[config.mk]
export PLATFORM = sky130hd
export DESIGN_NAME = csrng_cmd_stage_flat
export DESIGN_NICKNAME = d
export VERILOG_FILES = /design/src/csrng_pkg.sv /design/src/csrng_app_if.sv /design/src/csrng_cmd_stage.sv /design/src/flat_wrapper.sv
export VERILOG_INCLUDE_DIRS = /design/src
export SDC_FILE = /design/constraint.sdc
export NUM_CORES = 1
export LEC_CHECK = 0
export BUFFER_PORTS_ARGS = -buffer_cell sky130_fd_sc_hd__buf_2
export CAP_MARGIN = 25
export CORE_MARGIN = 3
export CORE_UTILIZATION = 40
export DETAILED_ROUTE_END_ITERATION = 8
export GPL_ROUTABILITY_DRIVEN = 1
export PLACE_DENSITY = 0.8
export SYNTH_ARGS = -nofsm -noshare
export SYNTH_HDL_FRONTEND = slang
export SYNTH_SLANG_ARGS = --single-unit
[constraint.sdc]
create_clock -name clk_i -period 2.6 [get_ports clk_i]
set_input_delay 0.13 -clock clk_i [delete_from_list [all_inputs] [get_ports clk_i]]
set_output_delay 0.13 -clock clk_i [all_outputs]
set_load 0.01 [all_outputs]
[src/csrng_config.svh]
/*
 * Build-time sizing for the CSRNG service.
 * Include this header wherever the application count or word widths are needed.
 */

`ifndef CSRNG_CONFIG_SVH
`define CSRNG_CONFIG_SVH

// Number of hardware application ports
`define CSRNG_NUM_HW_APPS 2

// Command and genbits word width
`define CSRNG_WORD_W 32

// Generate length field width in the header
`define CSRNG_GLEN_W 12

// Largest legal additional-data length, in words
`define CSRNG_MAX_CLEN 1

`endif

[src/csrng_pkg.sv]
/*
 * Shared types for the CSRNG service.
 * Holds command codes, the header layout, the header/data word union
 * and the command and per-application state records.
 */

`include "csrng_config.svh"

package csrng_pkg;

  // Application command codes, every other value is illegal
  typedef enum logic [3:0] {
    ACMD_INS = 4'h1,
    ACMD_GEN = 4'h2,
    ACMD_UNI = 4'h3
  } acmd_e;

  // Command header word
  typedef struct packed {
    logic [7:0]               reserved;
    logic [`CSRNG_GLEN_W-1:0] glen;
    logic [3:0]               flags;
    logic [3:0]               clen;
    acmd_e                    acmd;
  } csrng_hdr_t;

  // First word is a header, the optional second word is raw data
  typedef union packed {
    csrng_hdr_t               hdr;
    logic [`CSRNG_WORD_W-1:0] data;
  } csrng_word_u;

  // Complete command as handed to the core
  typedef struct packed {
    acmd_e                    acmd;
    logic [3:0]               clen;
    logic [`CSRNG_GLEN_W-1:0] glen;
    logic [`CSRNG_WORD_W-1:0] adata;
  } csrng_cmd_t;

  // Per-application DRBG state
  typedef struct packed {
    logic [`CSRNG_WORD_W-1:0] key;
    logic [`CSRNG_WORD_W-1:0] v;
    logic                     inst;
  } csrng_state_t;

endpackage

[src/csrng_app_if.sv]
/*
 * Link between one application command stage and the core.
 * The stage presents whole commands, the core answers with grant,
 * status and generated words.
 */

`include "csrng_config.svh"

interface csrng_app_if;
  import csrng_pkg::*;

  // Command path
  logic                     cmd_valid;
  csrng_cmd_t               cmd;
  logic                     cmd_ready;

  // Response path
  logic                     rsp_ack;
  logic                     rsp_sts;
  logic                     gen_valid;
  logic [`CSRNG_WORD_W-1:0] gen_bits;

  modport stage (
    output cmd_valid, cmd,
    input  cmd_ready, rsp_ack, rsp_sts, gen_valid, gen_bits
  );

  modport core (
    input  cmd_valid, cmd,
    output cmd_ready, rsp_ack, rsp_sts, gen_valid, gen_bits
  );

endinterface

[src/csrng_cmd_stage.sv]
/*
 * Per-application command assembler.
 * Collects a header and optional data word, holds the finished command
 * for the core and blocks new words until the command is acknowledged.
 */

`include "csrng_config.svh"

module csrng_cmd_stage (
  input  logic                     clk_i,
  input  logic                     rst_i,

  // Application word input
  input  logic                     req_valid_i,
  input  csrng_pkg::csrng_word_u   req_word_i,
  output logic                     req_ready_o,

  // Core side
  csrng_app_if.stage               app,

  // Application response
  output logic                     rsp_ack_o,
  output logic                     rsp_sts_o,
  output logic                     genbits_valid_o,
  output logic [`CSRNG_WORD_W-1:0] genbits_o
);
  import csrng_pkg::*;

  typedef enum logic [1:0] {
    ST_HDR,
    ST_DATA,
    ST_CMD,
    ST_WAIT
  } stage_st_e;

  stage_st_e  st_q;
  csrng_cmd_t cmd_q;
  logic       hdr_take;
  logic       data_take;
  logic       hdr_has_data;

  assign hdr_take  = (st_q == ST_HDR) && req_valid_i;
  assign data_take = (st_q == ST_DATA) && req_valid_i;

  // Only a legal non-zero clen pulls in a data word
  assign hdr_has_data = (req_word_i.hdr.clen != 4'd0) &&
                        (req_word_i.hdr.clen <= 4'(`CSRNG_MAX_CLEN));

  ////////////////////
  // Word collection
  ////////////////////
  always_ff @(posedge clk_i) begin
    if (rst_i) begin
      st_q <= ST_HDR;
    end else begin
      case (st_q)
        ST_HDR: begin
          if (req_valid_i) begin
            st_q <= hdr_has_data ? ST_DATA : ST_CMD;
          end
        end
        ST_DATA: begin
          if (req_valid_i) begin
            st_q <= ST_CMD;
          end
        end
        ST_CMD: begin
          if (app.cmd_ready) begin
            st_q <= ST_WAIT;
          end
        end
        default: begin
          if (app.rsp_ack) begin
            st_q <= ST_HDR;
          end
        end
      endcase
    end
  end

  always_ff @(posedge clk_i) begin
    if (hdr_take) begin
      cmd_q.acmd  <= req_word_i.hdr.acmd;
      cmd_q.clen  <= req_word_i.hdr.clen;
      cmd_q.glen  <= req_word_i.hdr.glen;
      cmd_q.adata <= '0;
    end else if (data_take) begin
      cmd_q.adata <= req_word_i.data;
    end
  end

  assign req_ready_o   = (st_q == ST_HDR) || (st_q == ST_DATA);
  assign app.cmd_valid = (st_q == ST_CMD);
  assign app.cmd       = cmd_q;

  // Response back to the application
  assign rsp_ack_o       = app.rsp_ack;
  assign rsp_sts_o       = app.rsp_sts;
  assign genbits_valid_o = app.gen_valid;
  assign genbits_o       = app.gen_bits;

endmodule

[src/flat_wrapper.sv]
// flat-port wrapper written by rule: the top's interface ports become plain ports
module csrng_cmd_stage_flat import csrng_pkg::*;
  (clk_i, rst_i, req_valid_i, req_word_i, req_ready_o, rsp_ack_o, rsp_sts_o, genbits_valid_o, genbits_o, app_cmd_valid, app_cmd, app_cmd_ready, app_rsp_ack, app_rsp_sts, app_gen_valid, app_gen_bits);
  csrng_app_if app_i ();
  input  logic clk_i;
  input  logic rst_i;
  input  logic req_valid_i;
  input  csrng_pkg::csrng_word_u req_word_i;
  output logic req_ready_o;
  output logic rsp_ack_o;
  output logic rsp_sts_o;
  output logic genbits_valid_o;
  output logic [`CSRNG_WORD_W-1:0] genbits_o;
  output wire logic [$bits(app_i.cmd_valid)-1:0] app_cmd_valid;
  output wire logic [$bits(app_i.cmd)-1:0] app_cmd;
  input wire logic [$bits(app_i.cmd_ready)-1:0] app_cmd_ready;
  input wire logic [$bits(app_i.rsp_ack)-1:0] app_rsp_ack;
  input wire logic [$bits(app_i.rsp_sts)-1:0] app_rsp_sts;
  input wire logic [$bits(app_i.gen_valid)-1:0] app_gen_valid;
  input wire logic [$bits(app_i.gen_bits)-1:0] app_gen_bits;
  assign app_cmd_valid = app_i.cmd_valid;
  assign app_cmd = app_i.cmd;
  assign app_i.cmd_ready = app_cmd_ready;
  assign app_i.rsp_ack = app_rsp_ack;
  assign app_i.rsp_sts = app_rsp_sts;
  assign app_i.gen_valid = app_gen_valid;
  assign app_i.gen_bits = app_gen_bits;
  csrng_cmd_stage u_core (.clk_i(clk_i), .rst_i(rst_i), .req_valid_i(req_valid_i), .req_word_i(req_word_i), .req_ready_o(req_ready_o), .app(app_i), .rsp_ack_o(rsp_ack_o), .rsp_sts_o(rsp_sts_o), .genbits_valid_o(genbits_valid_o), .genbits_o(genbits_o));
endmodule
==> flow_summary_export.csv <==
group,metric,value,unit
outcome,status,"finished clean",
sta,skew,0.00470,ns
sta,drv_slew,0,
power,switching_power,889,uW
drt,routed_wirelength,4590,um
grt,gr-total-overflow,0,
finish,mostFrequentLayoutCells,"buf_2, nand2_1, dfxtp_1",
finish,drive_gt1_frac,0.387,
min_path,hp-class,"input port to register",
sta,final-setup-viol-count,0,
die,die_h,79.9,um
power,power_frac_comb,0.333,
setup_path,required,2.80,ns
synth,ys_seq_area_frac,0.587,
flow_run,drv_cap,0,
finish,n_antenna_cell,0,
finish,final_nets,353,
grt,grt_pass1_wl,6840,um
die,design.die.area,0.00638,mm2
die,core,0.00520,mm2
sta,whs,0.0165,ns
synth,yosysUniqueCellTypes,23,
place,place_congestion,0.713,
die,die_width,79.9,um
clocking,clockRootBuffer,"clkbuf_8",
setup_path,cp_max_fo,6,
finish,fillers,485,
grt,grt_max_degree,39,
clocking,cts_sinks,54,
clocking,postCtsSetupRepairBufs,0,
clocking,cts_tree,"built",
setup_path,critPathArrivalTime,2.03,ns
synth,ys_ff_latch,54,
power,p_per_area,1030,mW/mm2
power,intPower,1.79,mW
sta,fmax,0.546,GHz
die,io_pins,160,
synth,postSynthAreaPerCell,9.92,um2
die,rows,26,
synth,synthesis.nets,295,
power,swShare,0.332,
finish,mostFrequentLayoutCell,"buf_2",
clocking,cts_buffers,5,
place,hpwl,3490,um
power,power_frac_seq,0.457,
clocking,cts_resized,0,
drt,dr_total_vias,1612,
drt,dr.pass1.iters,4,
drt,initialDrtViolationCount,87,
place,port_buffers,91,
clocking,path_clk_slew,0.10,ns
grt,grt_pass1_vias,1490,
die,start_util,0.419,
setup_path,crit_type,"register to register",
sta,tns,0,ns
power,power.total,2.67,mW
clocking,insertion_delay,0.30,ns
finish,utilization,0.499,
setup_path,critPathLaunchType,"register",
sta,fin_crit,1.83,ns
synth,yosysWarnings,0,
power,clkPwrFrac,0.210,
synth,yosys.area.top_type,"dfxtp_1",
synth,syn_area,0.00218,mm2
drt,viasPerCell,4.62,
setup_path,end_kind,"register",
clocking,cts_buffer_depth,2,
sta,slew_headroom,0.643,
finish,area_growth,19.1,%
synth,synthTopCellsByArea,"dfxtp_1, edfxtp_1, buf_4",
drt,postRouteAntennaNets,0,
power,vdd_drop_max,0.431,mV
power,p_leak,1.14,nW
drt,drcViolationCount,0,
sta,final_min_period_over_clock_period,0.704,
synth,synthCells,220,
sta,rsz0062_at_grt,"false",
synth,synth_top_area_share,0.312,
drt,wl_per_cell,13.1,um
grt,grtUsageTotal,0.139,
grt,antenna_found_initial,0,
clocking,cts-htree-levels,2,
sta,hold_viol,0,
sta,tightest_slew,0.528,ns
-- through the flow --
stage | area [um2] | std cells | setup slack, ns
after floorplan | 2180 | 220 | 0.470
after global routing | 2600 | 349 | 0.570
after detailed placement | 2450 | 338 | 0.781
after global placement | 2450 | 338 | 0.837
after CTS | 2570 | 346 | 0.754
final | 2600 | 349 | 0.770
-- cells in the mapped netlist --
cell	n
inv_1	3
and2_2	1
ha_1	4
buf_4	35
or2_2	1
a311oi_1	1
o21bai_1	2
nor2_1	1
a311oi_2	1
a31oi_1	2
dfxtp_1	34
and2_1	1
clkbuf_1	8
nand2_1	65
a21oi_1	32
buf_2	3
nor2b_1	1
nand2b_1	1
and2_4	1
or4_4	1
a41o_2	1
nor4b_1	1
edfxtp_1	20
-- sequential cells by signal, summed over array words and instances (netlist names) --
signal,count
u_core.app.cmd,52
u_core.st_q,2
-- worst paths after layout --
check                                           to  slack, ns  cells after the start               from
worst max-delay path                u_core.st_q[1]       0.77                      5     u_core.st_q[0]
worst min-delay path            u_core.app.cmd[43]       0.02                      1     req_word_i[23]
worst max register to register      u_core.st_q[1]       0.77                      5     u_core.st_q[0]
worst min register to register   u_core.app.cmd[9]       0.45                      2  u_core.app.cmd[9]
-- cells by family after synthesis --
| group | count (synthesis) | synth area share |
|---|---|---|
| AO/OA/AOI/OAI | 39 | 0.102 |
| buffers and inverters | 49 | 0.146 |
| adder cells (fa/ha/maj) | 4 | 0.0229 |
| flip-flops | 54 | 0.587 |
| AND/OR/NAND/NOR | 74 | 0.142 |
-- power groups by stage --
| stage | Combinational (mW) | Clock [mW] | Sequential, mW |
|---|---|---|---|
| after floorplan | 0.483 | 0 | 1.35 |
| after global placement | 0.882 | 0 | 1.23 |
| after detailed placement | 0.901 | 0 | 1.24 |
| after CTS | 0.905 | 0.576 | 1.22 |
| after global routing | 0.987 | 0.619 | 1.25 |
| final | 0.892 | 0.561 | 1.22 |
-- cell type report --
| type | count | area (um2) | area share |
|---|---|---|---|
| Tap cell | 70 | 87.6 | 0.0337 |
| Inverter | 3 | 11.3 | 0.00433 |
| Clock buffer | 5 | 68.8 | 0.0265 |
| Timing Repair Buffer | 97 | 520 | 0.200 |
| Multi-Input combinational cell | 117 | 582 | 0.224 |
| Clock inverter | 3 | 47.5 | 0.0183 |
| Sequential cell | 54 | 1280 | 0.493 |
-- critical path, cell delays in order, from the launching register on --
cell	delay, ns
dfxtp_1	0.41
inv_1	0.10
ha_1	0.26
or4_4	0.56
and2_4	0.18
a41o_2	0.23
-- metal layers --
layer,part of all wire,up-vias,track usage
met5,0,-,0
met1,0.37,722,0.147
met3,0.10,18,0.0418
met4,0.018,0,0.0709
li1,-,802,-
met2,0.51,70,0.247
-- timing repair --
item	CTS	global route
hold buffers	0	3
setup endpoints to repair	0	0
hold endpoints to repair	0	3
Power figures use the tool's default switching activity.
